`config.mk`:
```
export PLATFORM = sky130hd
export DESIGN_NAME = d_form_decoder
export DESIGN_NICKNAME = d
export VERILOG_FILES = /design/src/logic/fx_subsystem_pkg.sv /design/src/logic/power_isa_pkg.sv /design/src/logic/d_form_decoder.sv
export SDC_FILE = /design/constraint.sdc
export NUM_CORES = 1
export LEC_CHECK = 0
export ABC_AREA = 1
export BUFFER_PORTS_ARGS = -buffer_cell sky130_fd_sc_hd__buf_2
export CELL_PAD_IN_SITES_DETAIL_PLACEMENT = 1
export CELL_PAD_IN_SITES_GLOBAL_PLACEMENT = 1
export CORE_UTILIZATION = 15
export DETAILED_ROUTE_END_ITERATION = 10
export GPL_TIMING_DRIVEN = 0
export PLACE_DENSITY_LB_ADDON = 0.1
export SYNTH_ARGS = -nofsm -noshare
export SYNTH_HDL_FRONTEND = slang
export SYNTH_SLANG_ARGS = --single-unit
```
`constraint.sdc`:
```
create_clock -name vclk -period 3.8
set_clock_uncertainty 0.05 [all_clocks]
set_input_delay 0.76 -clock vclk [all_inputs]
set_output_delay 0.76 -clock vclk [all_outputs]
set_load 0.01 [all_outputs]
```
`src/logic/fx_subsystem_pkg.sv`:
```
package fx_subsystem_pkg;

	// Data widths
	localparam int XLEN      = 64;
	localparam int NUM_GPR   = 32;
	localparam int GPR_AW    = 5;
	localparam int CR_W      = 32;
	localparam int APB_AW    = 12;
	localparam int APB_DW    = 32;
	localparam int GPR_OFF_W = GPR_AW + 3; // Byte offset bits inside the GPR window

	// Operations of the fixed-point unit
	typedef enum logic [3:0] {
		OP_ADD,
		OP_ADD_CA,  // Add, carry out into CA
		OP_SUBF_CA, // ~RA + imm + 1, carry out into CA
		OP_MUL,
		OP_CMP,
		OP_CMPL,
		OP_AND,
		OP_OR,
		OP_XOR,
		OP_NONE
	} fx_op_e;

	////////////////////////////////////////////////////////////////////////////
	// APB address map
	////////////////////////////////////////////////////////////////////////////

	localparam logic [APB_AW-1:0] ADDR_INSTR = 12'h000; // Write only
	localparam logic [APB_AW-1:0] ADDR_CR    = 12'h008; // Read only
	localparam logic [APB_AW-1:0] ADDR_XER   = 12'h00C; // Read only
	localparam logic [APB_AW-1:0] GPR_BASE   = 12'h100; // 8 bytes per register
	localparam int                XER_CA_BIT = 29;

endpackage

```
`src/logic/power_isa_pkg.sv`:
```
package power_isa_pkg;

	////////////////////////////////////////////////////////////////////////////
	// D-form primary opcodes
	////////////////////////////////////////////////////////////////////////////

	typedef enum logic [5:0] {
		MULLI    = 6'd7,  // Multiply low immediate
		SUBFIC   = 6'd8,  // Subtract from immediate carrying
		CMPLI    = 6'd10, // Compare logical immediate
		CMPI     = 6'd11, // Compare immediate
		ADDIC    = 6'd12,
		ADDIC_RC = 6'd13, // addic. with CR0 update
		ADDI     = 6'd14,
		ADDIS    = 6'd15,
		ORI      = 6'd24,
		ORIS     = 6'd25,
		XORI     = 6'd26,
		XORIS    = 6'd27,
		ANDI_RC  = 6'd28, // andi. always records
		ANDIS_RC = 6'd29
	} d_opcode_e;

	////////////////////////////////////////////////////////////////////////////
	// Instruction word fields, little-endian bit numbering
	////////////////////////////////////////////////////////////////////////////

	localparam int INSTR_W  = 32;
	localparam int OPCD_MSB = 31;
	localparam int OPCD_LSB = 26;
	localparam int RT_MSB   = 25; // RT or RS
	localparam int RT_LSB   = 21;
	localparam int RA_MSB   = 20;
	localparam int RA_LSB   = 16;
	localparam int IMM_W    = 16; // SI or UI
	localparam int IMM_MSB  = IMM_W - 1;
	localparam int IMM_LSB  = 0;
	localparam int BF_MSB   = 25; // Compare target field
	localparam int BF_LSB   = 23;
	localparam int L_BIT    = 21; // 0 for 32-bit compare

	// Bit offsets inside one 4-bit CR field, field 0 is CR[31:28]
	localparam int CR_FIELD_W = 4;
	localparam int CR_LT      = 3;
	localparam int CR_GT      = 2;
	localparam int CR_EQ      = 1;
	localparam int CR_SO      = 0;

endpackage

```
`src/logic/d_form_decoder.sv`:
```
`timescale 1ns/1ps

module d_form_decoder import fx_subsystem_pkg::*, power_isa_pkg::*; (
	input  logic [INSTR_W-1:0] instr_i,
	input  logic [XLEN-1:0]    gpr_rdata_i,
	output logic [GPR_AW-1:0]  gpr_raddr_o,
	output fx_op_e             op_o,
	output logic               rc_o,
	output logic [GPR_AW-1:0]  dst_o,
	output logic [XLEN-1:0]    operand_o,
	output logic [XLEN-1:0]    imm_o,
	output logic [2:0]         bf_o,
	output logic               is32_o,
	output logic               illegal_o
);

	d_opcode_e         opcd;
	logic [GPR_AW-1:0] rt_rs;
	logic [GPR_AW-1:0] ra;
	logic [IMM_W-1:0]  imm16;
	logic [XLEN-1:0]   imm_ext;
	logic              logical;   // RS is source, RA is target
	logic              shifted;   // Immediate moves up 16 bits
	logic              zext;      // UI rather than SI
	logic              ra_or_zero;

	// Field split
	assign opcd   = d_opcode_e'(instr_i[OPCD_MSB:OPCD_LSB]);
	assign rt_rs  = instr_i[RT_MSB:RT_LSB];
	assign ra     = instr_i[RA_MSB:RA_LSB];
	assign imm16  = instr_i[IMM_MSB:IMM_LSB];
	assign bf_o   = instr_i[BF_MSB:BF_LSB];
	assign is32_o = ~instr_i[L_BIT];

	always_comb begin
		op_o       = OP_NONE;
		rc_o       = 1'b0;
		logical    = 1'b0;
		shifted    = 1'b0;
		zext       = 1'b0;
		ra_or_zero = 1'b0;
		illegal_o  = 1'b0;
		case (opcd)
			MULLI:    op_o = OP_MUL;
			SUBFIC:   op_o = OP_SUBF_CA;
			CMPI:     op_o = OP_CMP;
			CMPLI: begin
				op_o = OP_CMPL;
				zext = 1'b1;
			end
			ADDIC:    op_o = OP_ADD_CA;
			ADDIC_RC: begin
				op_o = OP_ADD_CA;
				rc_o = 1'b1;
			end
			ADDI, ADDIS: begin
				op_o       = OP_ADD;
				shifted    = (opcd == ADDIS);
				ra_or_zero = 1'b1; // RA=0 means literal 0
			end
			ANDI_RC, ANDIS_RC: begin
				op_o    = OP_AND;
				rc_o    = 1'b1;
				logical = 1'b1;
				zext    = 1'b1;
				shifted = (opcd == ANDIS_RC);
			end
			ORI, ORIS: begin
				op_o    = OP_OR;
				logical = 1'b1;
				zext    = 1'b1;
				shifted = (opcd == ORIS);
			end
			XORI, XORIS: begin
				op_o    = OP_XOR;
				logical = 1'b1;
				zext    = 1'b1;
				shifted = (opcd == XORIS);
			end
			default:  illegal_o = 1'b1;
		endcase
	end

	// Immediate extension, then shift for the "is" forms
	assign imm_ext = zext ? {{(XLEN-IMM_W){1'b0}}, imm16} : {{(XLEN-IMM_W){imm16[IMM_W-1]}}, imm16};
	assign imm_o   = shifted ? (imm_ext << IMM_W) : imm_ext;

	// Operand routing
	assign gpr_raddr_o = logical ? rt_rs : ra;
	assign dst_o       = logical ? ra : rt_rs;
	assign operand_o   = (ra_or_zero && (ra == '0)) ? '0 : gpr_rdata_i;

endmodule

```
==> run metrics, run 1 <==
# clk buffers=0; Final HPWL DP=6770 um; Global Route Usage Sum=between 10% and 20%; nets=~670; hold path start=instr_i[21]; Crit. End Element=output port; power per cell area=between 100 and 150 nW/um2; cts hold-fix bufs=0; FP Rows=35; Syn Std Cell Area=1470 um2; crit path from=instr_i[31]; final core occ=a little under a third; minimum clock period=3.17 ns; multi-input logic area=roughly 750 um2; die width=about 100 um; routed len/inst=around 11 um; Worst Tran Pin Value=0.534 ns; YS warnings=0; largest net degree at the start of global routing=25; filler instances=roughly 1400; Die Y=~100 um; Vias/cell=3.72; syn avg cell area=between 4 and 5 um2; GR Util met2=28.7%; Max Cap Viol=0; Static Leak=2.10 nW; ANT cells=0; die outline area=between 10000 and 15000 um2; peak fanout along the critical path=10; PostCTS Resize Cnt=0; worst hold path class=in2out; GRT overflow=0; DR DRC count=0; Syn Nets=424; RSZ-0062 raised after global routing=false; Rel. slew slack=64.3%; Reg area=0 um2; number of global-route vias before repair=2417; FMAX=roughly 0.32 GHz; period utilization=about 83%; Final setup viols=0; seq_cells=0; layout cells sized above 1=a little over 50%; VDD IR max=31.7 uV; met3 usage=approximately 1.9%; Worst Hold Slack=about 1.7 ns; I/O pins=roughly 240; Vias=2611; first-pass GRT wire length=11300 um; Mapped Cells=around 330; met1 Track Usage GR=roughly 14%; initial detailed-routing violation count=20; gpl congestion=0.770; Initial Utilization=~16%; synth unique cells=15; core area=~9400 um2; initial antenna violation count=0; Hold Fails Final Rpt=0; final slew viol count=0; Top Usage Layer GRT=met2; Area Overhead vs Synth=95.2%; crit start category=input port; DRT Pass-1 Iters=4; Post-CTS Setup Inserts=0; crit path DAT=between 2 and 2.5 ns; status=finished clean; port buffer count=roughly 240; Crit Path Category=in2out; Post-Route WL=7440 um; Worst Path Required=around 3 ns; Post-DRT Antenna Nets=0; Seq/Total Area, Yosys=0%
layout by cell type (no fill, tap or decap):
cell type	instances
nor2_4	1
a21oi_1	4
nor2_1	96
o211ai_1	1
o21ai_0	6
buf_6	6
nand4_1	1
inv_1	98
nand3_2	1
nand3_1	10
buf_4	35
clkbuf_1	1
buf_2	248
buf_8	1
nand2_1	62
nor3_4	1
nor2_2	1
cell type report:
| cell class | instances | area share (%) |
|---|---|---|
| Tap cell | 129 | 5.62 |
| Buffer | 46 | 12.3 |
| Inverter | 98 | 12.8 |
| Timing Repair Buffer | 245 | 43.1 |
| Multi-Input combinational cell | 184 | 26.2 |
kinds of logic after synthesis:
family,Yosys count,share of synthesized area [%]
and+or+nand+nor,173,47.0
buffers and inverters,144,49.1
AOI/OAI and AO/OA,11,3.92
critical path, stage by stage:
cell     delay, ns
buf_2         0.11
inv_1         0.04
nand2_1       0.08
inv_1         0.09
nand2_1       0.11
nand2_1       0.12
nor2_2        0.37
nand2_1       0.26
buf_4         0.24
nand2_1       0.06
buf_2         0.13
power by group:
part / leakage (nW) / switching, W / internal (W) / total, W
registers: 0 / 0 / 0 / 0
clock network: 0 / 0 / 0 / 0
logic: 2.10 / 0.000176 / 0.000163 / 0.000339
total: 2.10 / 0.000176 / 0.000163 / 0.000339
routing by layer:
| metal | routed length (um) | share of wire, % |
|---|---|---|
| met4 | 33 | 0.44 |
| met5 | 0 | 0 |
| met3 | 616 | 8.3 |
| met1 | 2720 | 37 |
| met2 | 4070 | 55 |
cell usage after synthesis, drive strengths merged:
library cell   n  area share (%)
nor3           1             1.1
buf           45              24
a21oi          4             1.4
nand2         62              16
inv           98              25
o211ai         1            0.51
nor2          98              26
nand4          1            0.43
clkbuf         1            0.26
nand3         11             4.1
o21ai          6             2.0
final timing paths:
| kind | endpoint | slack, ns | cells past startpoint |
|---|---|---|---|
| worst max-delay path | imm_o[22] | 0.63 | 11 |
| worst min-delay path | is32_o | 1.72 | 3 |
stage by stage:
stage / TNS (ns) / cell area [um2] / cells / setup slack (ns) / total power (W)
floorplan: 0 / 1470 / 328 / 0.0469 / 0.000173
global placement: -11.93 / 2850 / 701 / -0.676 / 0.000340
detailed placement: 0 / 2870 / 702 / 0.591 / 0.000346
CTS: 0 / 2870 / 702 / 0.582 / 0.000348
global route: 0 / 2870 / 702 / 0.364 / 0.000377
finish: 0 / 2870 / 702 / 0.633 / 0.000339
(Power assumes the default switching activity.)
==> run 2, diff against run 1 <==
--- a/config.mk
+++ b/config.mk
@@ -5,11 +5,11 @@
 export SDC_FILE = /design/constraint.sdc
 export NUM_CORES = 1
 export LEC_CHECK = 0
-export ABC_AREA = 1
+export ABC_AREA = 0
 export BUFFER_PORTS_ARGS = -buffer_cell sky130_fd_sc_hd__buf_2
 export CELL_PAD_IN_SITES_DETAIL_PLACEMENT = 1
 export CELL_PAD_IN_SITES_GLOBAL_PLACEMENT = 1
-export CORE_UTILIZATION = 15
+export CORE_UTILIZATION = 16
 export DETAILED_ROUTE_END_ITERATION = 10
 export GPL_TIMING_DRIVEN = 0
 export PLACE_DENSITY_LB_ADDON = 0.1
==> constraint.sdc (replaced) <==
create_clock -name vclk -period 3.3
set_clock_uncertainty 0.05 [all_clocks]
set_input_delay 0.66 -clock vclk [all_inputs]
set_output_delay 0.66 -clock vclk [all_outputs]
set_load 0.01 [all_outputs]
==> run metrics, run 2 <==
status=finished clean (unchanged); Finished Layout Cells=559 (was 702); Reg area=0 um2 (unchanged); top cell type's share of synthesized area=36.1% (was 25.0%); initial antenna violation count=0 (unchanged); number of global-route vias before repair=2129 (was 2417); placed cell count=559 (was 702); Final setup viols=0 (unchanged); crit path from=instr_i[26] (was instr_i[31]); Area Overhead vs Synth=97.7% (was 95.2%); FP Rows=33 (was 35); die width=95.6 um (was 101 um); period utilization=roughly nine tenths; Final WS setup=0.344 ns (was 0.633 ns); Post-Route WL=7310 um (was 7440 um); FMAX=around 0.34 GHz; Comb pwr share=100.0% (about the same); die outline area=9150 um2 (was 10200 um2); syn avg cell area=6.71 um2 (was 4.48 um2); Crit Path Category=in2out (unchanged); RSZ-0062 raised after global routing=false (unchanged); Worst Tran Pin Value=0.481 ns (was 0.534 ns); ANT cells=0 (unchanged); Crit. End Element=output port (unchanged); Rel. slew slack=67.8% (was 64.3%); final slew viol count=0 (unchanged); commonest non-fill, non-tap cell in the layout=buf_2 (unchanged); Worst Path Required=2.59 ns (was 2.99 ns); commonest non-fill, non-tap cells in the layout=buf_2 (248), and2_1 (81), buf_4 (36), inv_1 (18), o32ai_1 (15) (was buf_2 (248), inv_1 (98), nor2_1 (96), nand2_1 (62), buf_4 (35)); P_sw=0.000182 W (was 0.000176 W); Die Y=95.6 um (was 101 um); initial detailed-routing violation count=18 (was 20); Global Route Usage Sum=14.0% (was 13.3%); DR DRC count=0 (unchanged); worst hold path class=in2out (unchanged); Seq/Total Area, Yosys=0% (unchanged); Static Leak=1.61 nW (was 2.10 nW); PostCTS Resize Cnt=0 (unchanged); Worst Hold Slack=1.54 ns (was 1.72 ns); peak fanout along the critical path=28 (was 10); count leader, synth=and2_1 (was inv_1); seq_cells=0 (unchanged); Max Cap Viol=0 (unchanged); Hold Fails Final Rpt=0 (unchanged); VDD IR max=36.1 uV (was 31.7 uV); routed len/inst=13.1 um (was 10.6 um); Syn Std Cell Area=1400 um2 (was 1470 um2); Net Sw Frac=47.7% (was 52.0%); gpl congestion=0.811 (was 0.770); Pint=0.000200 W (was 0.000163 W); GRT overflow=0 (unchanged); largest net degree at the start of global routing=29 (was 25); power per cell area=138 nW/um2 (was 118 nW/um2); DRT Pass-1 Iters=4 (unchanged); largest area contributor in the netlist=and2_1 (was inv_1); crit start category=input port (unchanged); synth unique cells=31 (was 15); minimum clock period=just under 3 ns; Initial Utilization=16.8% (was 15.7%); core area=8340 um2 (was 9370 um2); DP Worst Slack=0.290 ns (was 0.591 ns); first-pass GRT wire length=10400 um (was 11300 um); most frequent cells after synthesis=and2_1 (81), buf_4 (36), inv_1 (18), o32ai_1 (15), mux2_2 (10) (was inv_1 (98), nor2_1 (97), nand2_1 (62), buf_4 (35), nand3_1 (10)); Clk network pwr share=0% (about the same); YS warnings=0 (unchanged); Mapped Cells=209 (was 328); cts hold-fix bufs=0 (unchanged); crit path DAT=2.25 ns (was 2.36 ns); Seq pwr share=0% (about the same); Post-CTS Setup Inserts=0 (unchanged); # clk buffers=0 (unchanged); Vias=2281 (was 2611); layout cells sized above 1=67.0% (was 51.3%); Post-DRT Antenna Nets=0 (unchanged); hold path start=instr_i[21] (unchanged); nets=552 (was 671); Vias/cell=4.08 (was 3.72); port buffer count=244 (unchanged); Area contributors post-synth=and2_1 (36%), buf_4 (19%), o32ai_1 (9.4%) (was inv_1 (25%), nor2_1 (25%), buf_4 (18%)); Final HPWL DP=6510 um (was 6770 um); Syn Nets=305 (was 424); I/O pins=244 (unchanged)
## run 2: final cells by class
cell class | instances | area [um2]
multi-input cells | 141 | 1010
inverters | 20 | 75.1
repair buffers | 245 | 1240
fillers | 1163 | 5570
well taps | 105 | 131
plain buffers | 48 | 320
## run 2: path summary, 6_finish.rpt
check | end | slack [ns] | cells past startpoint
setup / recovery | imm_o[44] | 0.34 | 8
hold / removal | is32_o | 1.54 | 3
## run 2: stage by stage
step	total power, W	area, um2	utilization, %	setup TNS (ns)
6_report	0.000382	2770	33.2	0
5_1_grt	0.000423	2770	33.2	0
4_1_cts	0.000389	2770	33.2	0
3_5_place_dp	0.000387	2770	33.2	0
3_3_place_gp	0.000385	2760	33.0	-14.88
2_1_floorplan	0.000202	1400	-	0
## run 2: cells by family after synthesis
group | count (synthesis) | share of synthesized area [%]
AOI/OAI and AO/OA | 28 | 16.8
and+or+nand+nor | 103 | 47.0
buffers and inverters | 68 | 28.2
muxes | 10 | 8.03
## run 2: power groups by stage
stage	registers (W)	clock network [W]	logic, W
detailed placement	0	0	0.000387
CTS	0	0	0.000389
finish	0	0	0.000382
global route	0	0	0.000423
floorplan	0	0	0.000202
global placement	0	0	0.000385
## run 2: layer usage
metal  global-route usage (%)  wire length (um)  vias to the layer above
li1                         -                 -                     1143
met1                     16.0              2660                      997
met2                     28.3              3860                      139
met3                     1.99               760                        2
met4                    0.622                30                        0
met5                        0                 0                        -
## run 2: worst max-delay path: stages
cell and delay [ns]:
buf_2 0.15, nand2b_1 0.19, a211oi_4 0.44, buf_4 0.25, nor2_2 0.08, buf_8 0.19
buf_4 0.14, buf_2 0.13
==> run 3, diff against run 2 <==
--- a/config.mk
+++ b/config.mk
@@ -9,6 +9,7 @@
 export BUFFER_PORTS_ARGS = -buffer_cell sky130_fd_sc_hd__buf_2
 export CELL_PAD_IN_SITES_DETAIL_PLACEMENT = 1
 export CELL_PAD_IN_SITES_GLOBAL_PLACEMENT = 1
+export CORE_MARGIN = 2
 export CORE_UTILIZATION = 16
 export DETAILED_ROUTE_END_ITERATION = 10
 export GPL_TIMING_DRIVEN = 0
==> run metrics, run 3 (same netlist as run 2, synthesis figures left out) <==
layout cells sized above 1=67.0% (unchanged); Final setup viols=0 (unchanged); initial detailed-routing violation count=14 (was 18); Area Overhead vs Synth=97.9% (was 97.7%); minimum clock period=2.95 ns (was 2.96 ns); seq_cells=0 (unchanged); commonest non-fill, non-tap cell in the layout=buf_2 (unchanged); DP Worst Slack=0.339 ns (was 0.290 ns); DRT Pass-1 Iters=4 (unchanged); Reg area=0 um2 (unchanged); Setup Total Neg Slack=0 ns (unchanged); Initial Utilization=16.3% (was 16.8%); nets=552 (unchanged); port buffer count=244 (unchanged); I/O pins=244 (unchanged); Worst Tran Pin Value=0.523 ns (was 0.481 ns); WHS Endpoint=is32_o (unchanged); Static Leak=1.61 nW (unchanged); Die Y=97.6 um (was 95.6 um); RSZ-0062 raised after global routing=false (unchanged); GRT overflow=0 (unchanged); cts hold-fix bufs=0 (unchanged); ANT cells=0 (unchanged); period utilization=89.3% (was 89.6%); die width=97.6 um (was 95.6 um); Worst Path Required=2.59 ns (about the same); status=finished clean (unchanged); Worst Hold Slack=1.53 ns (was 1.54 ns); Final WS setup=0.355 ns (was 0.344 ns); core area=8590 um2 (was 8340 um2); peak fanout along the critical path=27 (was 28); worst hold path class=in2out (unchanged); DP Area=2780 um2 (was 2770 um2); Vias/cell=4.06 (was 4.08); Post-DRT Antenna Nets=0 (unchanged); largest net degree at the start of global routing=28 (was 29); Vias=2280 (was 2281); routed len/inst=12.7 um (was 13.1 um); final instance area=2780 um2 (was 2770 um2); first-pass GRT wire length=11300 um (was 10400 um); commonest non-fill, non-tap cells in the layout=buf_2 (248), and2_1 (81), buf_4 (36), inv_1 (18), o32ai_1 (15) (unchanged); Crit Path Category=in2out (unchanged); Post-Route WL=7160 um (was 7310 um); final slew viol count=0 (unchanged); crit path DAT=2.24 ns (was 2.25 ns); Rel. slew slack=65.2% (was 67.8%); die outline area=9530 um2 (was 9150 um2); gpl congestion=0.762 (was 0.811); number of global-route vias before repair=2281 (was 2129); Max Cap Viol=0 (unchanged); crit start category=input port (unchanged); hold path depth=3 (unchanged); PostCTS Resize Cnt=0 (unchanged); Hold Fails Final Rpt=0 (unchanged); hold path start=instr_i[21] (unchanged); Crit. End Element=output port (unchanged); initial antenna violation count=0 (unchanged); Global Route Usage Sum=14.0% (about the same); power per cell area=137 nW/um2 (was 138 nW/um2); Post-CTS Setup Inserts=0 (unchanged); FP Rows=34 (was 33); VDD IR max=36.2 uV (was 36.1 uV); DR DRC count=0 (unchanged); Final HPWL DP=6320 um (was 6510 um); # clk buffers=0 (unchanged); FMAX=0.340 GHz (was 0.338 GHz)
[run 3: cell counts in the layout (fill, tap and decap cells not counted)]
Identical to the previous run, type by type.
[run 3: final cells by class]
class,instances,area (um2)
fillers,1155,5820
repair buffers,245,1240
multi-input cells,141,1010
plain buffers,48,320
well taps,108,135
inverters,20,75.1
[run 3: worst max-delay path by stage]
| stage | end | slack (ns) | startpoint |
|---|---|---|---|
| after floorplan | imm_o[33] | 0.02 | instr_i[30] |
| after global placement | imm_o[49] | -0.49 | instr_i[30] |
| after detailed placement | imm_o[61] | 0.34 | instr_i[26] |
| after CTS | imm_o[36] | 0.33 | instr_i[26] |
| after global routing | operand_o[31] | 0.20 | instr_i[16] |
| final | imm_o[61] | 0.35 | instr_i[26] |
[run 3: per-layer routing]
metal	global-route usage, %	share of wire, %	vias to the layer above
met5	0	0	-
met4	0.855	0.67	0
met3	2.09	9.2	4
met1	17.2	39	1000
li1	-	-	1142
met2	26.7	51	134
[run 3: power breakdown]
part / internal [W] / leakage [nW] / switching [W] / total (W)
combinational: 0.000200 / 1.61 / 0.000180 / 0.000380
clock: 0 / 0 / 0 / 0
sequential: 0 / 0 / 0 / 0
total: 0.000200 / 1.61 / 0.000180 / 0.000380
[run 3: metrics by stage]
step / util [%] / total power, W / cells
2_1_floorplan: - / 0.000202 / 209
3_3_place_gp: 32.1 / 0.000384 / 561
3_5_place_dp: 32.3 / 0.000386 / 562
4_1_cts: 32.3 / 0.000387 / 562
5_1_grt: 32.3 / 0.000420 / 562
6_report: 32.3 / 0.000380 / 562
[run 3: critical path: stages]
cell	delay, ns
buf_2	0.15
nand2b_1	0.19
a211oi_4	0.42
buf_4	0.25
nor2_2	0.09
buf_8	0.19
buf_4	0.13
buf_2	0.13
