File: src/logic/fx_subsystem_pkg.sv
package fx_subsystem_pkg;

	// Data widths
	localparam int XLEN      = 64;
	localparam int NUM_GPR   = 32;
	localparam int GPR_AW    = 5;
	localparam int CR_W      = 32;
	localparam int APB_AW    = 12;
	localparam int APB_DW    = 32;
	localparam int GPR_OFF_W = GPR_AW + 3; // Byte offset bits inside the GPR window

	// Operations of the fixed-point unit
	typedef enum logic [3:0] {
		OP_ADD,
		OP_ADD_CA,  // Add, carry out into CA
		OP_SUBF_CA, // ~RA + imm + 1, carry out into CA
		OP_MUL,
		OP_CMP,
		OP_CMPL,
		OP_AND,
		OP_OR,
		OP_XOR,
		OP_NONE
	} fx_op_e;

	////////////////////////////////////////////////////////////////////////////
	// APB address map
	////////////////////////////////////////////////////////////////////////////

	localparam logic [APB_AW-1:0] ADDR_INSTR = 12'h000; // Write only
	localparam logic [APB_AW-1:0] ADDR_CR    = 12'h008; // Read only
	localparam logic [APB_AW-1:0] ADDR_XER   = 12'h00C; // Read only
	localparam logic [APB_AW-1:0] GPR_BASE   = 12'h100; // 8 bytes per register
	localparam int                XER_CA_BIT = 29;

endpackage

File: src/logic/apb_host_port.sv
`timescale 1ns/1ps

module apb_host_port import fx_subsystem_pkg::*; (
	input  logic              clock_i,
	input  logic              rst_n_i,
	// APB slave
	input  logic              psel_i,
	input  logic              penable_i,
	input  logic              pwrite_i,
	input  logic [APB_AW-1:0] paddr_i,
	input  logic [APB_DW-1:0] pwdata_i,
	output logic [APB_DW-1:0] prdata_o,
	output logic              pready_o,
	output logic              pslverr_o,
	// Decoder side
	input  logic              illegal_i,
	output logic              issue_o,
	output logic [APB_DW-1:0] instr_o,
	// Unit state for readback
	input  logic              wb_valid_i,
	input  logic [CR_W-1:0]   cr_i,
	input  logic              ca_i,
	// GPR host port
	input  logic [XLEN-1:0]   gpr_rdata_i,
	output logic [GPR_AW-1:0] gpr_raddr_o,
	output logic              gpr_we_o,
	output logic [GPR_AW-1:0] gpr_waddr_o,
	output logic              gpr_whalf_o,
	output logic [APB_DW-1:0] gpr_wdata_o
);

	logic access;
	logic hit_instr, hit_cr, hit_xer, hit_gpr;
	logic gpr_wr_access;
	logic stall;
	logic stall_q;  // Last cycle was a stalled GPR write
	logic done;
	logic err;

	////////////////////////////////////////////////////////////////////////////
	// Address decode
	////////////////////////////////////////////////////////////////////////////

	assign access    = psel_i & penable_i;
	assign hit_instr = (paddr_i == ADDR_INSTR);
	assign hit_cr    = (paddr_i == ADDR_CR);
	assign hit_xer   = (paddr_i == ADDR_XER);
	// Word aligned, inside 0x100..0x1FF
	assign hit_gpr   = (paddr_i[APB_AW-1:GPR_OFF_W] == GPR_BASE[APB_AW-1:GPR_OFF_W])
		&& (paddr_i[1:0] == 2'b00);

	// Host GPR write must not meet the writeback in the same cycle
	assign gpr_wr_access = access & pwrite_i & hit_gpr;
	assign stall         = gpr_wr_access & wb_valid_i & ~stall_q;
	assign pready_o      = ~stall;
	assign done          = access & pready_o;

	always_ff @(posedge clock_i or negedge rst_n_i) begin
		if (!rst_n_i) begin
			stall_q <= 1'b0;
		end else begin
			stall_q <= stall; // At most one wait state
		end
	end

	// Error cases, flagged only at completion
	always_comb begin
		err = 1'b0;
		if (hit_instr) begin
			err = pwrite_i ? illegal_i : 1'b1; // Bad opcode or read of write-only
		end else if (hit_cr || hit_xer) begin
			err = pwrite_i;
		end else if (!hit_gpr) begin
			err = 1'b1;                        // Unmapped
		end
	end
	assign pslverr_o = done & err;

	// Instruction issue
	assign instr_o = pwdata_i;
	assign issue_o = done & pwrite_i & hit_instr & ~illegal_i;

	// GPR write request, one 32-bit half at a time
	assign gpr_raddr_o = paddr_i[GPR_OFF_W-1:3];
	assign gpr_we_o    = done & gpr_wr_access;
	assign gpr_waddr_o = paddr_i[GPR_OFF_W-1:3];
	assign gpr_whalf_o = paddr_i[2];  // 1 selects bits 63:32
	assign gpr_wdata_o = pwdata_i;

	////////////////////////////////////////////////////////////////////////////
	// Read mux
	////////////////////////////////////////////////////////////////////////////

	always_comb begin
		prdata_o = '0;
		if (hit_gpr) begin
			prdata_o = paddr_i[2] ? gpr_rdata_i[XLEN-1:APB_DW] : gpr_rdata_i[APB_DW-1:0];
		end else if (hit_cr) begin
			prdata_o = cr_i;
		end else if (hit_xer) begin
			prdata_o[XER_CA_BIT] = ca_i; // SO, OV and the rest stay 0
		end
	end

endmodule

File: config.mk
export PLATFORM = sky130hd
export DESIGN_NAME = apb_host_port
export DESIGN_NICKNAME = d
export VERILOG_FILES = /design/src/logic/fx_subsystem_pkg.sv /design/src/logic/apb_host_port.sv
export SDC_FILE = /design/constraint.sdc
export NUM_CORES = 1
export LEC_CHECK = 0
export BUFFER_PORTS_ARGS = -buffer_cell sky130_fd_sc_hd__buf_4
export CORE_AREA = 2 2 101 103
export DETAILED_ROUTE_END_ITERATION = 8
export DIE_AREA = 0 0 103 105
export MAX_ROUTING_LAYER = met4
export PLACE_DENSITY = 0.5
export SYNTH_ARGS = -nofsm -noshare
export SYNTH_HDL_FRONTEND = slang
export SYNTH_SLANG_ARGS = --single-unit
export TNS_END_PERCENT = 100
File: constraint.sdc
create_clock -name clock_i -period 1.7 [get_ports clock_i]
set_clock_uncertainty 0.2 [all_clocks]
set_input_delay 0 -clock clock_i [delete_from_list [all_inputs] [get_ports clock_i]]
set_output_delay 0 -clock clock_i [all_outputs]
set_load 0.1 [all_outputs]
==> results.md, run 1 <==
Route:
- The length of the first detailed-routing pass in iterations is 4.
- In the final routed layout, each cell accounts on average for 14.44 µm.
- After detailed routing, the number of vias per cell comes to 4.078.
- For this block, the via count after detailed routing is 1982.
- The detail route stage leaves a number of antenna-violating nets equal to 0.
- The final routed DRC violation total is 0.
- After the first detailed-routing iteration, the DRC count stood at 45.
- The total detailed-routing wirelength is 7019 µm.

Logic synthesis:
- The number of warnings printed during yosys synthesis is 0.
- In the post-synthesis netlist, the biggest area contributors are buf_4, mux2i_1, o22ai_1.
- The post-synthesis cell type count is 22.
- The summed instance area of the synthesized netlist is 1424 µm².
- The number of storage elements in the synthesis netlist is 1.
- The share of the Yosys chip area taken by registers is 0.01757.
- The number of instances in the synthesized netlist is 204.
- The mean instance size in the synthesized netlist is 6.980 µm².
- The fraction of post-synthesis cell area in the top cell type by area is 0.3954.
- The net count after synthesis is 352.
- The largest total area in the synthesized netlist belongs to buf_4.

Global route:
- For this run, the total global-route usage over all layers was measured as 0.1186.
- The global-route wire length before repair is 10030 µm.
- The initial antenna violation count came to 0.
- The number of global-route vias before repair is 2060.
- The maximum number of pins on one net before global-route repair is 33.
- Summed over all layers, the global routing overflow is 0.

Run status:
- The flow ran to the end, and the final reports show no timing, DRC or antenna violations.

Die:
- The vertical die dimension is 105 µm.
- The number of top-level design ports is 259.
- The number of core rows is 36.
- After floorplanning, the core was sized to cover 9639 µm².
- The starting density of the core is 0.1477.
- The die boundary width is 103 µm.
- The die covers 10820 µm².

Final layout:
- At the end of the flow the core is filled with cells to 0.3937.
- stall_q holds more flip-flops than any other register.
- Of the cells placed in the final design, the portion with a size suffix greater than 1 is 0.6856.
- The largest registers in the layout are stall_q: 1 flops.
- Excluding fillers, the count of instances in the completed layout stands at 486.
- The area growth from synthesis to layout is 166.5%.
- The number of flip-flops in the largest register is 1.
- After filler insertion, the fill cell instance count of the layout stands at 957.
- The final layout net count is 503.
- 0 antenna diodes ended up in the layout.

STA:
- The normalized max-slew margin is 0.7285.
- Setup repair after global routing left no endpoint under its margin.
- Summed over all failing endpoints, the final setup total negative slack is 0 ps.
- The number of max-slew violations in the final report came to 0.
- Setup violations remaining at the end of the flow were counted as 0.
- The post-route minimum period is 1629 ps.
- The final hold violation count is 0.
- The highest attainable clock frequency is 613.7 MHz.
- The slew at the pin closest to its max-slew limit is 407.3 ps.
- The final worst hold slack is 133.9 ps.
- The share of the clock period used by the worst path after layout is 0.9585.

Place:
- The detailed placement HPWL is 5111 µm.
- Counting tap cells, the placed design contains a total of 421 instances.
- The number of input and output port buffers inserted is 162.
- The weighted congestion reported at the end of routability-driven placement is 0.7068.

Critical path:
- The data required time at the worst endpoint is 1500 ps.
- Among the stages of the critical path, the cell type that occurs most often is buf_4.
- The critical path goes through buf_4 > nor4_4 > buf_4 > nand2_4 > buf_12 > o22ai_4 > buf_4.
- The data arrival time of the critical path is 1430 ps.
- The capturing element type of the critical path is a primary output.
- The cell with the largest stage delay on the worst path is buf_4.
- The highest cell delay on the worst timing path is 320 ps.
- STA classifies the critical path startpoint as an input pin.
- The critical path is of the in -> out type.
- The kind of cell with the highest combined delay along the critical path is buffers and inverters.
- The buffers plus inverters on the worst setup path is 4.
- The highest fanout seen on the critical path is 13.

Clocking:
- After clock tree synthesis, the clock-pin slew on the worst setup and hold paths is 0 ps.
- The clock reaches the later pin of the worst-skew pair after 0 ps.
- The post-CTS setup buffer count is 0.

Job:
- Max-cap violations in this run came to 0.

Hold path:
- The min-delay analysis places its worst path in the category in -> reg.

Power:
- The worst vdd rail ir drop is 212.4 µV.
- The total power per unit cell area is 388.8 nW/µm².
- The total power consumption of the routed design is 0.001475 W.
- Summed over all cells, the static leakage comes to 1.670 nW.
[cell type report]
| cell class | instances | area [µm²] | area share |
|---|---|---|---|
| repair buffers | 237 | 2346 | 0.6182 |
| well taps | 133 | 166.4 | 0.04385 |
| flip-flops and latches | 1 | 25.02 | 0.006594 |
| multi-input cells | 114 | 1254 | 0.3304 |
| inverters | 1 | 3.754 | 0.0009891 |
[worst min-delay path: cells and delay by family]
| family | cells | cell delay, ps |
|---|---|---|
| AND/OR/NAND/NOR | 2 | 160 |
| buffers and inverters | 1 | 120 |
[synthesized netlist by cell type]
cell	number
dfrtp_1	1
buf_4	75
nor2b_1	3
nand2_1	34
clkbuf_1	6
nor2_1	2
mux2i_1	32
nor3_1	1
or2_1	1
mux2_1	1
nand4b_1	1
nor4_2	1
a21boi_1	1
inv_1	1
o22ai_1	32
nor4_1	1
buf_6	1
buf_2	6
nor4b_1	1
or4b_1	1
o2111a_1	1
nand4_1	1
[through the flow]
| step | setup WS [ps] | area [µm²] |
|---|---|---|
| 5_1_grt | 0.5853 | 3795 |
| 3_3_place_gp | 31.23 | 2790 |
| 3_5_place_dp | 29.59 | 2790 |
| 4_1_cts | 18.54 | 3761 |
| 6_report | 70.58 | 3795 |
| 2_1_floorplan | -276.2 | 1906 |
[path summary, 6_finish.rpt]
check / from / to / slack (ps) / cells past startpoint
max in group asynchronous: rst_n_i / stall_q / 1080 / 2
worst min-delay path: pwrite_i / stall_q / 130 / 3
worst max-delay path: paddr_i[11] / prdata_o[25] / 70 / 7
min in group asynchronous: rst_n_i / stall_q / 140 / 2
worst min register to register: stall_q / stall_q / 430 / 3
worst max register to register: stall_q / stall_q / 490 / 3
[kinds of logic after synthesis]
| group | after synthesis | synth area share |
|---|---|---|
| muxes | 33 | 0.2329 |
| AOI/OAI and AO/OA | 34 | 0.1538 |
| and+or+nand+nor | 47 | 0.1529 |
| buffers and inverters | 89 | 0.4429 |
| DFF | 1 | 0.01757 |
[layer usage]
layer,up-vias,wire (µm),global-route usage
met5,-,0,-
met4,0,34,0.009398
met2,112,4099,0.2449
li1,945,-,-
met1,919,2433,0.1234
met3,6,451,0.006020
[power by group]
group / internal [W] / switching (W) / leakage (nW)
Sequential: 0.0000243 / 0.00000000660 / 0.0140
Clock: 0 / 0 / 0
Combinational: 0.000472 / 0.000979 / 1.66
Total: 0.000497 / 0.000979 / 1.67
[repair_timing]
action                     4_1_cts  5_1_grt
hold endpoints to repair        65        0
resized for setup                0        9
hold buffers                    65        0
setup endpoints to repair        0       26
[cells in the final DEF, fill, tap and decap left out, drive strengths merged]
master	n
nand4b	1
nand4	1
nor2	2
nor2b	3
inv	1
nor4	2
o2111a	1
buf	204
dfrtp	1
nor3	1
nand2	34
nor4b	1
or2	1
a21boi	1
mux2	1
mux2i	32
or4b	1
o22ai	32
dlygate4sd3	33
No activity file was read; power rests on OpenSTA's default activity.
==> run 2: changes to the inputs <==
- BUFFER_PORTS_ARGS: -buffer_cell sky130_fd_sc_hd__buf_4 -> -buffer_cell sky130_fd_sc_hd__buf_2
- CELL_PAD_IN_SITES_DETAIL_PLACEMENT: default -> 1
- CELL_PAD_IN_SITES_GLOBAL_PLACEMENT: default -> 1
- CORE_AREA: 2 2 101 103 -> default
- CORE_MARGIN: default -> 2
- CORE_UTILIZATION: default -> 15
- CTS_BUF_LIST: default -> sky130_fd_sc_hd__clkbuf_8
- DIE_AREA: 0 0 103 105 -> default
- PLACE_DENSITY: 0.5 -> 0.83
==> run 2 against run 1 <==
Net effect: utilization is 2.8 points higher; sequential power hardly changed; wire length is 13% higher; sequential cell count stayed put; critical path depth is 2 lower; fmax is 4.8% higher; final cell count is 0.62% lower; global-route usage is 3.1 points higher; sequential share of layout area hardly changed; die area is 4.9% lower; largest cell class unchanged.
==> results.md, run 2 (synthesis gave the netlist of run 1 again) <==
Route:
- The via-per-instance ratio is 4.259 (was 4.078).
- The number of nets with antenna violations after routing is 0 (unchanged).
- The per-cell routed wire length is 16.38 µm (was 14.44 µm).
- The final routed DRC violation total is 0 (unchanged).
- The total detailed-routing wirelength is 7910 µm (was 7019 µm).
- The total number of vias is 2057 (was 1982).
- The length of the first detailed-routing pass in iterations is 4 (unchanged).
- The initial DRC count came to 40 (was 45).

Critical path:
- The launch point of the worst path was paddr_i[2] (was paddr_i[11]).
- The internal reg-to-reg setup slack came to 570 ps (was 490 ps).
- The worst reg2reg path startpoint was stall_q (unchanged).
- The type of element launching the critical path is an input pin (unchanged).
- The highest fanout seen on the critical path is 2 (was 13).
- The category of the most critical setup path is in -> out (unchanged).
- The data required time at the worst endpoint is 1500 ps (about the same).
- The data arrival time of the critical path is 1350 ps (was 1430 ps).
- The capturing element type of the critical path is a primary output (unchanged).

STA:
- Setup repair after global routing missed its margin: no (unchanged).
- The total setup violations reported at the end of the flow is 0 (unchanged).
- The highest attainable clock frequency came to 643.1 MHz (was 613.7 MHz).
- The final hold violation count is 0 (unchanged).
- The post-route setup TNS came to 0 ps (unchanged).
- The worst setup slack after layout is 145.1 ps (was 70.58 ps).
- The normalized max-slew margin is 0.6643 (was 0.7285).
- The final worst hold slack was 115.2 ps (was 133.9 ps).
- The number of max-slew violations in the final report is 0 (unchanged).
- The slew at the pin closest to its max-slew limit is 503.5 ps (was 407.3 ps).
- The share of the clock period used by the worst path after layout came to 0.9147 (was 0.9585).
- The post-route minimum period is 1555 ps (was 1629 ps).

Final layout:
- The number of inserted diodes is 0 (unchanged).
- The most flop-heavy register is stall_q (unchanged).
- The final layout net count is 504 (was 503).
- The synthesis-to-layout area growth is 173.6% (was 166.5%).
- Top library cells by usage in the layout, fill and taps aside: buf_2, buf_12, nand2_1, dlygate4sd3_1, mux2i_1 (was buf_4, buf_12, nand2_1, dlygate4sd3_1, mux2i_1).
- Largest registers ranked by flip-flop count: stall_q: 1 flops (unchanged).
- The fraction of layout cells with a size suffix above 1 is 0.6864 (was 0.6856).
- The most common cell after layout, fill and taps aside is buf_2 (was buf_4).
- The final design utilization is 0.4217 (was 0.3937).
- The number of flip-flops in the largest register is 1 (unchanged).

Run status:
- Result of the run: finished, final reports clean (unchanged).

Clocking:
- The clock-pin slew on the worst setup and hold paths is 0 ps (about the same).
- The number of resized instances in the post-cts repair step came to 0 (unchanged).
- The hold buffer count at CTS is 65 (unchanged).
- The post-CTS setup buffer count is 0 (unchanged).
- The clock latency of the later-clocked register in the worst-skew pair is 0 ps (about the same).

Die:
- The die boundary width was 101.4 µm (was 103 µm).
- The starting density of the core is 0.1541 (was 0.1477).
- The placeable core region was 9240 µm² (was 9639 µm²).
- The number of top-level design ports is 259 (unchanged).
- The area of the die is 10290 µm² (was 10820 µm²).
- The number of core rows came to 35 (was 36).
- The vertical die dimension is 101.4 µm (was 105 µm).

Power:
- The internal power contribution is 0.0004360 W (was 0.0004967 W).
- The sequential cell fraction of total power was 0.017 (was 0.016).
- The leakage power is 1.657 nW (was 1.670 nW).
- The portion of total power attributed to combinational logic came to 0.983 (was 0.984).
- The switching power of the nets was 0.0009947 W (was 0.0009787 W).
- The share of total power consumed by net switching came to 0.6952 (was 0.6633).
- The total power consumption of the routed design was 0.001431 W (was 0.001475 W).
- The total power per unit cell area is 367.2 nW/µm² (was 388.8 nW/µm²).
- The worst vdd rail ir drop is 330.2 µV (was 212.4 µV).
- The power share of the clock group was 0 (about the same).

Place:
- The weighted congestion reported at the end of routability-driven placement is 0.6760 (was 0.7068).
- The worst setup slack before clock tree synthesis is 162.8 ps (was 29.59 ps).
- The detailed placement HPWL is 5378 µm (was 5111 µm).
- The number of input and output port buffers inserted was 162 (unchanged).

Global route:
- The maximum number of pins on one net before global-route repair is 36 (was 33).
- The peak-usage layer in the global routing report is met2 (unchanged).
- The remaining global-route overflow came to 0 (unchanged).
- The global-route met2 utilization is 0.3169 (was 0.2449).
- The global-route met3 utilization was 0.01656 (was 0.006020).
- The initial antenna violation count came to 0 (unchanged).
- The global-route wire length before repair is 11790 µm (was 10030 µm).
- The total routing usage reported by global routing came to 0.1493 (was 0.1186).
- The number of global-route vias before repair is 2446 (was 2060).
- The routing usage on met1 came to 0.1460 (was 0.1234).

Hold path:
- The path class of the lowest-slack min-delay path is in -> async (was in -> reg).

Job:
- The max-cap check violation count came to 0 (unchanged).
## run 2: cell types whose count changed in the layout (fill, tap and decap cells not counted), sizes merged
cell and delta:
buf +1
## run 2: final timing paths
| check | to | cells after the start |
|---|---|---|
| setup / recovery | pslverr_o | 5 |
| hold / removal | stall_q | 2 |
| setup reg to reg | stall_q | 3 |
| hold reg to reg | stall_q | 3 |
| max in group asynchronous | stall_q | 2 |
| min in group clock_i | stall_q | 3 |
## run 2: power groups by stage
stage          registers [W]  clock network [W]  logic [W]
6_report           0.0000243                  0    0.00141
3_3_place_gp       0.0000243                  0   0.000534
2_1_floorplan      0.0000243                  0    0.00105
3_5_place_dp       0.0000243                  0   0.000548
5_1_grt            0.0000243                  0    0.00145
4_1_cts            0.0000243                  0    0.00140
## run 2: routing by layer
| layer | vias to the layer above | wire length, µm |
|---|---|---|
| met2 | 136 | 4711 |
| met3 | 6 | 580 |
| li1 | 945 | - |
| met5 | - | 0 |
| met4 | 0 | 49 |
| met1 | 970 | 2569 |
## run 2: critical path, stage by stage
cell and delay [ps]:
buf_2 140, or4b_4 510, a21boi_1 160, o2111a_1 240, buf_2 290
## run 2: final cells by class
| class | instances | area (µm²) |
|---|---|---|
| fillers | 997 | 5344 |
| repair buffers | 238 | 2452 |
| multi-input cells | 114 | 1254 |
| well taps | 129 | 161.4 |
| flip-flops and latches | 1 | 25.02 |
| inverters | 1 | 3.754 |
## run 2: metrics by stage
| step | instance area (µm²) | cells |
|---|---|---|
| 6_report | 3896 | 483 |
| 5_1_grt | 3896 | 483 |
| 4_1_cts | 3896 | 483 |
| 3_5_place_dp | 2925 | 418 |
| 3_3_place_gp | 2925 | 418 |
| 2_1_floorplan | 1906 | 204 |
==> run 3: changes to the inputs <==
- MAX_ROUTING_LAYER: met4 -> default
==> run 3 against run 2 <==
Net effect: cell area unchanged; sequential share of layout area unchanged; die area unchanged; critical endpoint unchanged; combinational power about the same; critical path type unchanged; critical path depth unchanged; largest power group unchanged.
==> results.md, run 3 (synthesis gave the netlist of run 1 again) <==
Critical path:
- The data arrival time of the critical path was 1360 ps (was 1350 ps).
- The category of the most critical setup path was in -> out (unchanged).
- The type of element launching the critical path is an input pin (unchanged).
- The family of cells with the greatest summed delay on the critical path is simple AND/OR/NAND/NOR gates (unchanged).
- The buffers plus inverters on the worst setup path is 2 (unchanged).
- The capturing element type of the critical path is a primary output (unchanged).
- Worst path cell trace: buf_2 > or4b_4 > a21boi_1 > o2111a_1 > buf_2 (unchanged).
- The data required time at the worst endpoint was 1500 ps (about the same).
- The internal reg-to-reg setup slack is 570 ps (about the same).
- The worst reg2reg path startpoint is stall_q (unchanged).
- The highest cell delay on the worst timing path is 510 ps (about the same).
- The worst-case reg-to-reg path depth is 3 (unchanged).
- The highest fanout seen on the critical path was 2 (unchanged).
- The critical path depth in cells is 5 (unchanged).
- The reg-to-reg critical path endpoint is stall_q (unchanged).
- The cell type with the highest occurrence count on the critical path is buf_2 (unchanged).
- The cell with the largest stage delay on the worst path was or4b_4 (unchanged).

Global route:
- The maximum number of pins on one net before global-route repair is 36 (unchanged).
- The initial antenna violation count is 0 (unchanged).
- The global-route wire length before repair is 11790 µm (about the same).
- The number of global-route vias before repair is 2445 (was 2446).
- The total routing usage reported by global routing is 0.1449 (was 0.1493).
- The remaining global-route overflow was 0 (unchanged).

Power:
- The leakage power is 1.657 nW (unchanged).
- The total power per unit cell area is 367.1 nW/µm² (was 367.2 nW/µm²).
- The worst vdd rail ir drop is 330.1 µV (was 330.2 µV).

Final layout:
- The most flop-heavy register is stall_q (unchanged).
- The synthesis-to-layout area growth is 173.6% (unchanged).
- The final layout net count was 504 (unchanged).
- The most common cell after layout, fill and taps aside is buf_2 (unchanged).
- Top library cells by usage in the layout, fill and taps aside: buf_2, buf_12, nand2_1, dlygate4sd3_1, mux2i_1 (unchanged).
- The number of inserted diodes was 0 (unchanged).
- The number of flip-flops in the largest register is 1 (unchanged).
- Largest registers ranked by flip-flop count: stall_q: 1 flops (unchanged).
- The fraction of layout cells with a size suffix above 1 came to 0.6864 (unchanged).

Run status:
- Result of the run: finished, final reports clean (unchanged).

Route:
- The initial DRC count is 36 (was 40).
- The total number of vias is 2056 (was 2057).
- The total detailed-routing wirelength came to 7930 µm (was 7910 µm).
- The final routed DRC violation total was 0 (unchanged).
- The met3 wire length is 667 µm (was 580 µm).
- The per-cell routed wire length is 16.42 µm (was 16.38 µm).
- The top routing layer in use is met4 (unchanged).
- The number of nets with antenna violations after routing came to 0 (unchanged).
- The length of the first detailed-routing pass in iterations came to 4 (unchanged).
- The routed length on met1 is 2493 µm (was 2569 µm).
- The met2 wire length was 4720 µm (was 4711 µm).
- The via-per-instance ratio is 4.257 (was 4.259).

STA:
- The total setup violations reported at the end of the flow came to 0 (unchanged).
- The number of max-slew violations in the final report is 0 (unchanged).
- The post-route minimum period is 1558 ps (was 1555 ps).
- The normalized max-slew margin is 0.6638 (was 0.6643).
- The final hold violation count came to 0 (unchanged).
- The final worst hold slack is 115.2 ps (unchanged).
- The highest attainable clock frequency came to 641.9 MHz (was 643.1 MHz).
- The slew at the pin closest to its max-slew limit is 504.3 ps (was 503.5 ps).
- The share of the clock period used by the worst path after layout was 0.9164 (was 0.9147).
- The post-route setup TNS is 0 ps (unchanged).
- Setup repair after global routing missed its margin: no (unchanged).

Die:
- The area of the die is 10290 µm² (unchanged).
- The placeable core region came to 9240 µm² (unchanged).
- The number of core rows is 35 (unchanged).
- The starting density of the core was 0.1541 (unchanged).
- The vertical die dimension came to 101.4 µm (unchanged).
- The number of top-level design ports is 259 (unchanged).
- The die boundary width is 101.4 µm (unchanged).

Place:
- The number of input and output port buffers inserted is 162 (unchanged).
- The detailed placement HPWL is 5378 µm (unchanged).
- The weighted congestion reported at the end of routability-driven placement is 0.6695 (was 0.6760).

Clocking:
- The clock-pin slew on the worst setup and hold paths is 0 ps (about the same).
- The clock latency of the later-clocked register in the worst-skew pair was 0 ps (about the same).

Hold path:
- The path class of the lowest-slack min-delay path is in -> async (unchanged).

Job:
- The max-cap check violation count came to 0 (unchanged).
run 3: cell counts in the layout (fill, tap and decap cells not counted):
No cell type changed its count.
run 3: repair_timing:
action / 4_1_cts / 5_1_grt
hold endpoints to repair: 65 / 0
endpoints found under the setup margin: 0 / 0
buffers inserted: 0 / 0
gates resized for setup: 0 / 0
hold buffers: 65 / 0
run 3: report_power, final:
| part | leakage, nW | switching (W) | internal, W |
|---|---|---|---|
| logic | 1.64 | 0.000994 | 0.000412 |
| clock network | 0 | 0 | 0 |
| registers | 0.0140 | 0.00000000749 | 0.0000243 |
| total | 1.66 | 0.000994 | 0.000436 |
run 3: routing by layer:
metal	track usage	vias up
met5	0	-
met4	0.01559	0
met3	0.02899	6
met2	0.3169	136
met1	0.1386	969
li1	-	945
run 3: worst max path at each step:
stage / start / slack (ps) / end
floorplan: paddr_i[11] / -280 / issue_o
global placement: paddr_i[2] / 190 / pslverr_o
detailed placement: paddr_i[2] / 160 / prdata_o[7]
CTS: paddr_i[2] / 170 / prdata_o[7]
global route: paddr_i[2] / 90 / prdata_o[14]
finish: paddr_i[2] / 140 / pslverr_o
run 3: layout make-up:
cell class,instances,area (µm²)
inverter,1,3.754
multi-input combinational,114,1254
timing repair buffer,238,2452
tap,129,161.4
fill,997,5344
sequential,1,25.02
run 3: per-stage QoR:
stage / setup slack (ps) / instances / power, W / cell area [µm²] / utilization
2_1_floorplan: -276.2 / 204 / 0.001078 / 1906 / -
3_3_place_gp: 187.1 / 418 / 0.0005578 / 2925 / 0.3166
3_5_place_dp: 162.8 / 418 / 0.0005718 / 2925 / 0.3166
4_1_cts: 165.5 / 483 / 0.001424 / 3896 / 0.4217
5_1_grt: 86.92 / 483 / 0.001477 / 3896 / 0.4217
6_report: 142.2 / 483 / 0.001430 / 3896 / 0.4217
